File: src/common/ctrl_pkg.sv
`default_nettype none

package ctrl_pkg;

	// Design version reported by the 'v' command
	localparam logic [7:0] version_major = 8'h00;
	localparam logic [7:0] version_minor = 8'h04;

	// Response status bytes
	localparam logic [7:0] status_ack = 8'h06;
	localparam logic [7:0] status_nak = 8'h15;

	localparam logic [7:0]  i2c_speed_reset = 8'd99;
	localparam logic [15:0] i2c_addr_reset  = 16'hffff;

	localparam int gpio_width      = 24;
	localparam int max_payload     = 4;
	localparam int max_value_bytes = 3;
	localparam int pcount_w        = $clog2(max_payload + 1);
	localparam int vcount_w        = $clog2(max_value_bytes + 1);

	// Command letters and field selectors (ASCII)
	localparam logic [7:0] letter_version = 8'h76;
	localparam logic [1:0] letter_high    = 2'b01;
	localparam logic [4:0] code_i2c       = 5'h09;
	localparam logic [4:0] code_gpio      = 5'h07;
	localparam logic [7:0] field_speed    = 8'h63;
	localparam logic [7:0] field_addr     = 8'h61;
	localparam logic [7:0] field_level    = 8'h6c;
	localparam logic [7:0] field_dir      = 8'h64;

	// Lower case letters carry bit 5, which marks a set
	typedef struct packed {
		logic [1:0] high;
		logic       set;
		logic [4:0] code;
	} cmd_fields_t;

	typedef union packed {
		logic [7:0]  raw;
		cmd_fields_t fields;
	} cmd_byte_u;

	typedef enum logic [1:0] {op_version, op_i2c, op_gpio, op_bad} cmd_op_e;

	typedef logic [max_payload-1:0][7:0] payload_t;

	typedef struct packed {
		cmd_byte_u             cmd;
		logic [7:0]            eid;
		payload_t              payload;
		logic [pcount_w-1:0]   count;
	} cmd_t;

	// Value is left aligned, the first byte sent sits in the top slot
	typedef struct packed {
		logic [7:0]                      status;
		logic [7:0]                      eid;
		logic [max_value_bytes-1:0][7:0] value;
		logic [vcount_w-1:0]             count;
	} res_t;

endpackage

`default_nettype wire

File: src/common/cmd_if.sv
`default_nettype none

// One decoded command, four-phase req/ack
interface cmd_if;

	logic               req;
	logic               ack;
	ctrl_pkg::cmd_t     cmd;
	ctrl_pkg::cmd_op_e  op;

	modport decoder (
		output req,
		output cmd,
		output op,
		input  ack
	);

	modport executor (
		input  req,
		input  cmd,
		input  op,
		output ack
	);

endinterface

`default_nettype wire

File: src/common/res_if.sv
`default_nettype none

// One response descriptor, four-phase req/ack plus frame done pulse
interface res_if;

	logic            req;
	logic            ack;
	logic            sent;
	ctrl_pkg::res_t  res;

	modport producer (
		output req,
		output res,
		input  ack,
		input  sent
	);

	modport consumer (
		input  req,
		input  res,
		output ack,
		output sent
	);

endinterface

`default_nettype wire

File: src/rtl/basics_ctrl_top.sv
`default_nettype none

module basics_ctrl_top (
	input  logic                            clk,
	input  logic                            rst,
	input  logic [7:0]                      in_data,
	input  logic                            in_valid,
	input  logic                            in_frame,
	input  logic                            resp_ack,
	output logic [7:0]                      resp_data,
	output logic                            resp_last,
	output logic                            resp_req,
	output logic [7:0]                      i2c_speed,
	output logic [15:0]                     i2c_addr,
	output logic [ctrl_pkg::gpio_width-1:0] gpio_level,
	output logic [ctrl_pkg::gpio_width-1:0] gpio_direction,
	input  logic [ctrl_pkg::gpio_width-1:0] gpio_read
);

	cmd_if cmd_bus ();
	res_if res_bus ();

	// Frame parser
	cmd_decode u_decode (
		.clk      (clk),
		.rst      (rst),
		.in_data  (in_data),
		.in_valid (in_valid),
		.in_frame (in_frame),
		.cmd      (cmd_bus.decoder)
	);

	// Settings and response building
	cmd_execute u_execute (
		.clk            (clk),
		.rst            (rst),
		.gpio_read      (gpio_read),
		.cmd            (cmd_bus.executor),
		.res            (res_bus.producer),
		.i2c_speed      (i2c_speed),
		.i2c_addr       (i2c_addr),
		.gpio_level     (gpio_level),
		.gpio_direction (gpio_direction)
	);

	// Byte output toward the host
	result_serializer u_serializer (
		.clk       (clk),
		.rst       (rst),
		.resp_ack  (resp_ack),
		.res       (res_bus.consumer),
		.resp_data (resp_data),
		.resp_last (resp_last),
		.resp_req  (resp_req)
	);

endmodule

`default_nettype wire

File: src/rtl/cmd_decode.sv
`default_nettype none

module cmd_decode (
	input  logic       clk,
	input  logic       rst,
	input  logic [7:0] in_data,
	input  logic       in_valid,
	input  logic       in_frame,
	cmd_if.decoder     cmd
);

	logic              frame_q;
	logic              dropping;
	logic [1:0]        pos;
	logic              busy;
	logic              frame_start;
	logic              frame_end;
	logic              take;
	logic              issue;
	ctrl_pkg::cmd_op_e op_next;

	// Held command not yet released by the executor
	assign busy = cmd.req | cmd.ack;

	assign frame_start = in_frame & ~frame_q;
	assign frame_end   = ~in_frame & frame_q;

	// A frame opening while busy is ignored up to its end
	assign take  = in_frame & in_valid & ~dropping & ~(frame_start & busy);
	assign issue = frame_end & ~dropping & (pos != 2'd0);

	always_comb begin
		if (cmd.cmd.cmd.raw == ctrl_pkg::letter_version)
			op_next = ctrl_pkg::op_version;
		else if (cmd.cmd.cmd.fields.high == ctrl_pkg::letter_high &&
				cmd.cmd.cmd.fields.code == ctrl_pkg::code_i2c)
			op_next = ctrl_pkg::op_i2c;
		else if (cmd.cmd.cmd.fields.high == ctrl_pkg::letter_high &&
				cmd.cmd.cmd.fields.code == ctrl_pkg::code_gpio)
			op_next = ctrl_pkg::op_gpio;
		else
			op_next = ctrl_pkg::op_bad;
	end

	always_ff @(posedge clk) begin
		if (rst) begin
			frame_q  <= 1'b0;
			dropping <= 1'b0;
			pos      <= 2'd0;
			cmd.req  <= 1'b0;
		end else begin
			frame_q <= in_frame;

			if (frame_start && busy)
				dropping <= 1'b1;
			else if (!in_frame)
				dropping <= 1'b0;

			// Position stops at the payload slot
			if (!in_frame)
				pos <= 2'd0;
			else if (take && pos != 2'd3)
				pos <= pos + 2'd1;

			if (issue)
				cmd.req <= 1'b1;
			else if (cmd.ack)
				cmd.req <= 1'b0;
		end
	end

	always_ff @(posedge clk) begin
		if (take) begin
			case (pos)
				2'd0: begin
					cmd.cmd.cmd.raw <= in_data;
					cmd.cmd.count   <= '0;
				end
				2'd1: cmd.cmd.eid <= in_data;
				2'd3: begin
					if (cmd.cmd.count < ctrl_pkg::max_payload) begin
						cmd.cmd.payload[cmd.cmd.count] <= in_data;
						cmd.cmd.count <= cmd.cmd.count + 1'b1;
					end
				end
				// Length byte carries nothing we use
				default: ;
			endcase
		end
		if (issue)
			cmd.op <= op_next;
	end

endmodule

`default_nettype wire

File: src/rtl/cmd_execute.sv
`default_nettype none

module cmd_execute (
	input  logic                            clk,
	input  logic                            rst,
	input  logic [ctrl_pkg::gpio_width-1:0] gpio_read,
	cmd_if.executor                         cmd,
	res_if.producer                         res,
	output logic [7:0]                      i2c_speed,
	output logic [15:0]                     i2c_addr,
	output logic [ctrl_pkg::gpio_width-1:0] gpio_level,
	output logic [ctrl_pkg::gpio_width-1:0] gpio_direction
);

	logic                            accept;
	logic                            desc_ready;
	logic                            is_set;
	logic [7:0]                      field;
	logic [ctrl_pkg::pcount_w-1:0]   nvals;
	logic [ctrl_pkg::gpio_width-1:0] set_word;
	logic                            wr_speed;
	logic                            wr_addr;
	logic                            wr_level;
	logic                            wr_dir;
	ctrl_pkg::res_t                  desc;
	logic [ctrl_pkg::gpio_width-1:0] stage;
	logic                            stage_dir;
	logic                            stage_valid;
	logic                            stage_armed;

	// Wait for the serializer to take the last descriptor and for any GPIO commit
	assign accept = cmd.req & ~cmd.ack & ~res.req & ~res.ack & ~stage_valid;

	assign is_set   = cmd.cmd.cmd.fields.set;
	assign field    = (cmd.cmd.count != '0) ? cmd.cmd.payload[0] : 8'h00;
	assign nvals    = cmd.cmd.count - 1'b1;
	assign set_word = {cmd.cmd.payload[1], cmd.cmd.payload[2], cmd.cmd.payload[3]};

	always_comb begin
		desc        = '0;
		desc.status = ctrl_pkg::status_nak;
		desc.eid    = cmd.cmd.eid;
		wr_speed    = 1'b0;
		wr_addr     = 1'b0;
		wr_level    = 1'b0;
		wr_dir      = 1'b0;
		case (cmd.op)
			ctrl_pkg::op_version: begin
				if (cmd.cmd.count >= 2 &&
						cmd.cmd.payload[0] == ctrl_pkg::version_major &&
						cmd.cmd.payload[1] == ctrl_pkg::version_minor) begin
					desc.status = ctrl_pkg::status_ack;
				end else begin
					desc.value = {ctrl_pkg::version_major, ctrl_pkg::version_minor, 8'h00};
					desc.count = 2'd2;
				end
			end
			ctrl_pkg::op_i2c: begin
				if (field == ctrl_pkg::field_speed && !is_set) begin
					desc.status = ctrl_pkg::status_ack;
					desc.value  = {i2c_speed, 16'h0000};
					desc.count  = 2'd1;
				end else if (field == ctrl_pkg::field_speed && nvals == 1) begin
					desc.status = ctrl_pkg::status_ack;
					wr_speed    = 1'b1;
				end else if (field == ctrl_pkg::field_addr && !is_set) begin
					desc.status = ctrl_pkg::status_ack;
					desc.value  = {i2c_addr, 8'h00};
					desc.count  = 2'd2;
				end else if (field == ctrl_pkg::field_addr && nvals == 2) begin
					desc.status = ctrl_pkg::status_ack;
					wr_addr     = 1'b1;
				end
			end
			ctrl_pkg::op_gpio: begin
				if (field == ctrl_pkg::field_level && !is_set) begin
					desc.status = ctrl_pkg::status_ack;
					desc.value  = gpio_read;
					desc.count  = 2'd3;
				end else if (field == ctrl_pkg::field_level && nvals == 3) begin
					desc.status = ctrl_pkg::status_ack;
					wr_level    = 1'b1;
				end else if (field == ctrl_pkg::field_dir && !is_set) begin
					desc.status = ctrl_pkg::status_ack;
					desc.value  = gpio_direction;
					desc.count  = 2'd3;
				end else if (field == ctrl_pkg::field_dir && nvals == 3) begin
					desc.status = ctrl_pkg::status_ack;
					wr_dir      = 1'b1;
				end
			end
			default: ;
		endcase
	end

	always_ff @(posedge clk) begin
		if (rst) begin
			cmd.ack        <= 1'b0;
			res.req        <= 1'b0;
			desc_ready     <= 1'b0;
			stage_valid    <= 1'b0;
			stage_armed    <= 1'b0;
			i2c_speed      <= ctrl_pkg::i2c_speed_reset;
			i2c_addr       <= ctrl_pkg::i2c_addr_reset;
			gpio_level     <= '0;
			gpio_direction <= '0;
		end else begin
			desc_ready <= accept;

			if (accept)
				cmd.ack <= 1'b1;
			else if (!cmd.req)
				cmd.ack <= 1'b0;

			if (desc_ready)
				res.req <= 1'b1;
			else if (res.ack)
				res.req <= 1'b0;

			// I2C settings apply as soon as the response is built
			if (accept && wr_speed)
				i2c_speed <= cmd.cmd.payload[1];
			if (accept && wr_addr)
				i2c_addr <= {cmd.cmd.payload[1], cmd.cmd.payload[2]};

			// GPIO commit waits for the end of its own response frame
			if (accept && (wr_level || wr_dir))
				stage_valid <= 1'b1;
			else if (res.sent && stage_armed)
				stage_valid <= 1'b0;

			if (stage_valid && res.req && res.ack)
				stage_armed <= 1'b1;
			else if (res.sent)
				stage_armed <= 1'b0;

			if (res.sent && stage_armed) begin
				if (stage_dir)
					gpio_direction <= stage;
				else
					gpio_level <= stage;
			end
		end
	end

	always_ff @(posedge clk) begin
		if (accept) begin
			res.res <= desc;
			if (wr_level || wr_dir) begin
				stage     <= set_word;
				stage_dir <= wr_dir;
			end
		end
	end

endmodule

`default_nettype wire

File: src/rtl/result_serializer.sv
`default_nettype none

module result_serializer (
	input  logic       clk,
	input  logic       rst,
	input  logic       resp_ack,
	res_if.consumer    res,
	output logic [7:0] resp_data,
	output logic       resp_last,
	output logic       resp_req
);

	ctrl_pkg::res_t desc_q;
	logic [2:0]     idx;
	logic           busy;
	logic           start;
	logic           load;
	logic           advance;

	assign load = ~busy & res.req & ~res.ack;

	// Host has dropped its ack for the current byte
	assign advance = busy & ~start & ~resp_req & ~resp_ack;

	assign resp_last = (idx == ({1'b0, desc_q.count} + 3'd1));

	always_comb begin
		case (idx)
			3'd0: resp_data = desc_q.status;
			3'd1: resp_data = desc_q.eid;
			default: resp_data = desc_q.value[ctrl_pkg::max_value_bytes-1];
		endcase
	end

	always_ff @(posedge clk) begin
		if (rst) begin
			busy     <= 1'b0;
			start    <= 1'b0;
			idx      <= 3'd0;
			resp_req <= 1'b0;
			res.ack  <= 1'b0;
			res.sent <= 1'b0;
		end else begin
			start    <= load;
			res.sent <= 1'b0;

			if (load)
				res.ack <= 1'b1;
			else if (!res.req)
				res.ack <= 1'b0;

			if (load) begin
				busy <= 1'b1;
				idx  <= 3'd0;
			end

			if (start)
				resp_req <= 1'b1;
			if (resp_req && resp_ack)
				resp_req <= 1'b0;

			if (advance) begin
				if (resp_last) begin
					busy     <= 1'b0;
					res.sent <= 1'b1;
				end else begin
					idx      <= idx + 3'd1;
					resp_req <= 1'b1;
				end
			end
		end
	end

	// Value bytes leave from the top slot
	always_ff @(posedge clk) begin
		if (load)
			desc_q <= res.res;
		else if (advance && !resp_last && idx >= 3'd2)
			desc_q.value <= {desc_q.value[ctrl_pkg::max_value_bytes-2:0], 8'h00};
	end

endmodule

`default_nettype wire

File: config.mk
export PLATFORM = sky130hd
export DESIGN_NAME = basics_ctrl_top
export DESIGN_NICKNAME = d
export VERILOG_FILES = /design/src/common/ctrl_pkg.sv /design/src/common/cmd_if.sv /design/src/common/res_if.sv /design/src/rtl/basics_ctrl_top.sv /design/src/rtl/cmd_decode.sv /design/src/rtl/cmd_execute.sv /design/src/rtl/result_serializer.sv
export SDC_FILE = /design/constraint.sdc
export NUM_CORES = 1
export LEC_CHECK = 0
export BUFFER_PORTS_ARGS = -buffer_cell sky130_fd_sc_hd__buf_2
export CAP_MARGIN = 20
export CORE_ASPECT_RATIO = 1.1
export CORE_MARGIN = 4
export CORE_UTILIZATION = 30
export CTS_BUF_LIST = sky130_fd_sc_hd__clkbuf_8
export DETAILED_ROUTE_END_ITERATION = 6
export PLACE_DENSITY = 0.58
export REMOVE_ABC_BUFFERS = 1
export SYNTH_ARGS = -nofsm -noshare
export SYNTH_HDL_FRONTEND = slang
export SYNTH_HIERARCHICAL = 1
export SYNTH_SLANG_ARGS = --single-unit
File: constraint.sdc
create_clock -name clk -period 3.3 [get_ports clk]
set_input_delay 0.33 -clock clk [delete_from_list [all_inputs] [get_ports clk]]
set_output_delay 0.33 -clock clk [all_outputs]
set_load 0.005 [all_outputs]
==> impl_metrics.csv <==
group,metric,value,unit
global_route,grt_pass1_wl,40000,um
timing,fin_crit,2.55,ns
timing,slew_violations,0,
global_route,antenna_found_initial,1,
floorplan,core_area,0.0324,mm^2
clock_network,cts_tree,"yes",
clock_network,clockRootBuffer,"clkbuf_8",
layout,fillers,3238,
power_and_ir_drop,sequentialPowerShare,55.5,%
critical_path,path_class,"register to register",
layout,nets,976,
clock_network,postCtsHoldBufs,0,
power_and_ir_drop,ir_drop,0.000216,V
yosys,synth_area,0.00986,mm^2
yosys,ys_seq_area_share,65.8,%
floorplan,rows,69,
detailed_routing,drc,0,
layout,ff_latch_area,0.00649,mm^2
clock_network,cts.sinks,246,
yosys,synth-seq-cells,246,
global_route,globalRouteTotalUtil,14.4,%
timing,rsz0062_at_grt,"false",
clock_network,cts.repair.resized,0,
yosys,yosys_warnings,6,
critical_path,cp.arrival,3.00,ns
yosys,ys_async_sr_fraction,0,%
placement,placed_cell_area,0.0109,mm^2
timing,hold_viol_final,0,
placement,place.gp.congestion,0.836,
floorplan,initial_core_util,30.5,%
power_and_ir_drop,p_int,4.64,mW
power_and_ir_drop,p_switching,1.26,mW
floorplan,dieHeight,198,um
layout,mostFrequentLayoutCells,"156 x edfxtp_1, 118 x buf_2, 109 x nand2_1, 90 x dfxtp_1, 67 x a21oi_1",
clock_network,cts_htree_levels,2,
detailed_routing,drt_iter0_drc,522,
critical_path,crit_path_max_fanout,18,
global_route,gr-total-overflow,0,
critical_path,cp-start-kind,"register",
layout,n_antenna_cell,0,
timing,fmax,393,MHz
worst_hold_path,hp-start,"gpio_read[3]",
critical_path,r2r_slack,0.75,ns
yosys,syn_inst,800,
layout,final_util,36.0,%
run,drv_cap,0,
floorplan,die_w,181,um
clock_network,post_cts_buffers,0,
timing,slew_headroom,35.3,%
critical_path,crit_path_end_kind,"register",
clock_network,clk_pin_slew,0.06,ns
power_and_ir_drop,clkPwrFrac,42.8,%
yosys,synth_flop_cell,"edfxtp_1",
critical_path,worstReg2RegStart,"u_decode/cmd.cmd[4]$_DFFE_PP_",
power_and_ir_drop,leakage,4.13,nW
power_and_ir_drop,pwr-share-comb,1.8,%
timing,setup_viol,0,
detailed_routing,post_drt_wl_per_cell,19.3,um
power_and_ir_drop,p_sw_share,21.3,%
yosys,synth.distinct_cells,66,
clock_network,clock_latency,0.54,ns
layout,syn_to_final_growth,18.2,%
power_and_ir_drop,power,5.90,mW
layout,drive_above_1_share,24.0,%
critical_path,cp.required,3.76,ns
placement,dp_hpwl,19100,um
detailed_routing,drtPass1Iterations,5,
layout,multi_input_area,0.00309,mm^2
worst_hold_path,min_path_cells,3,
floorplan,fp.dieArea,0.0358,mm^2
yosys,avgSynthCellArea,12.3,um^2
run_status,outcome,"finished clean",
layout,final_common_cell,"edfxtp_1",
global_route,grt_max_degree,47,
floorplan,ios,119,
detailed_routing,drt-total-wl,26700,um
power_and_ir_drop,power.density,506,mW/mm^2
timing,finalCritPeriodShare,77.2,%
global_route,grt_pass1_vias,6544,
timing,fin_skew,0.0193,ns
worst_hold_path,holdPathEnd,"u_execute/res.res[5]$_SDFFCE_PN0P_",
clock_network,cts_made_buffers,41,
placement,portBuffers,118,
clock_network,cts_max_path_buffers,3,
timing,worst_slew_pin_slew,0.970,ns
critical_path,reg2reg_depth,4,
detailed_routing,via_count,6734,
yosys,synth_edf_count,156,
critical_path,r2r-end,"u_execute/i2c_addr[4]$_SDFFE_PP1P_",
detailed_routing,avgViaCountPerCell,4.86,
detailed_routing,drtAntennaViolNets,0,
layout,postLayoutCellArea,0.0117,mm^2
timing,fin_tns_setup,0,ns
worst_hold_path,hold_class,"input port to register",
==> sequential cells by signal (all words and copies together), names as in the netlist, 2 cells and up <==
signal and flops:
u_decode/cmd.cmd 51, u_serializer/desc_q 42, u_execute/res.res 36, u_execute/gpio_direction 24, u_execute/gpio_level 24, u_execute/stage 24
u_execute/i2c_addr 16, u_execute/i2c_speed 8, u_serializer/idx 3, u_decode/cmd.op 2, u_decode/pos 2
==> worst max-delay path, stage by stage, from the launching register on <==
cell	delay [ns]
edfxtp_1	0.80
nand4bb_1	0.36
a2111oi_4	0.99
o31ai_1	0.19
nand3_1	0.12
==> how the worst max path moves through the flow <==
stage | to | slack [ns] | from
finish | u_execute/i2c_addr[4]$_SDFFE_PP1P_ | 0.75 | u_decode/cmd.cmd[4]$_DFFE_PP_
global route | u_execute/i2c_addr[3]$_SDFFE_PP1P_ | 0.59 | u_decode/cmd.cmd[6]$_DFFE_PP_
CTS | u_execute/i2c_addr[3]$_SDFFE_PP1P_ | 0.81 | u_decode/cmd.cmd[4]$_DFFE_PP_
detailed placement | u_execute/i2c_addr[5]$_SDFFE_PP1P_ | 0.84 | u_decode/cmd.cmd[4]$_DFFE_PP_
global placement | u_execute/i2c_addr[13]$_SDFFE_PP1P_ | 0.88 | u_decode/cmd.cmd[4]$_DFFE_PP_
floorplan | u_serializer/desc_q[10]$_DFFE_PP_ | -0.02 | u_serializer/desc_q[0]$_DFFE_PP_
==> cell type report <==
type / instances / share of cell area (%)
Clock inverter: 27 / 0.934
Clock buffer: 49 / 5.79
Tap cell: 426 / 4.57
Inverter: 15 / 0.483
Sequential cell: 246 / 55.7
Multi-Input combinational cell: 492 / 26.5
Timing Repair Buffer: 131 / 6.01
==> per-stage QoR <==
stage | instances | hold WS, ns | worst slack (ns)
after global placement | 1310 | 0.402 | 0.877
after CTS | 1386 | 0.107 | 0.808
after floorplan | 753 | 0.399 | -0.0165
after detailed placement | 1310 | 0.405 | 0.842
final | 1386 | 0.126 | 0.753
after global routing | 1386 | 0.104 | 0.589
==> cell usage after synthesis (11+ instances only) <==
cell type  instances  share of area [%]
clkbuf_1          22               0.84
mux2i_1           20                2.0
a21oi_1           67                3.4
mux2_2            26                3.0
nand2_1          109                4.1
dfxtp_1           90                 18
ha_1              12                1.5
edfxtp_1         156                 48
o21ai_0           16               0.81
nand4_1           20                1.3
buf_2             11               0.56
o31ai_1           18                1.4
nand3_1           42                2.1
inv_1             14               0.53
nor2_1            42                1.6
==> power by group through the flow <==
stage / clock, mW / sequential [mW] / combinational, mW
floorplan: 0 / 3.33 / 0.0371
global placement: 0 / 3.34 / 0.105
detailed placement: 0 / 3.34 / 0.106
CTS: 2.59 / 3.27 / 0.106
global route: 2.75 / 3.27 / 0.115
finish: 2.52 / 3.27 / 0.105
==> routing by layer <==
metal | vias up | global-route usage (%) | part of all wire [%] | routed length (um)
met1 | 3275 | 20.0 | 45 | 12200
li1 | 3209 | - | - | -
met2 | 216 | 23.0 | 47 | 12600
met5 | - | 0 | 0.060 | 16
met4 | 2 | 3.45 | 1.4 | 364
met3 | 32 | 3.27 | 5.8 | 1550
==> cell families (layout without fill, tap and decap cells) <==
family / count (synthesis) / in the layout / share of synthesized area, %
and+or+nand+nor: 282 / 282 / 15.0
DFF: 246 / 246 / 65.8
AOI/OAI and AO/OA: 144 / 144 / 9.34
buffers and inverters: 65 / 222 / 3.04
muxes: 46 / 46 / 5.00
adders and majority gates: 12 / 12 / 1.52
xor gates and xnor gates: 3 / 3 / 0.266
other: 2 / 5 / 0.0762
No activity file was read; power rests on OpenSTA's default activity.
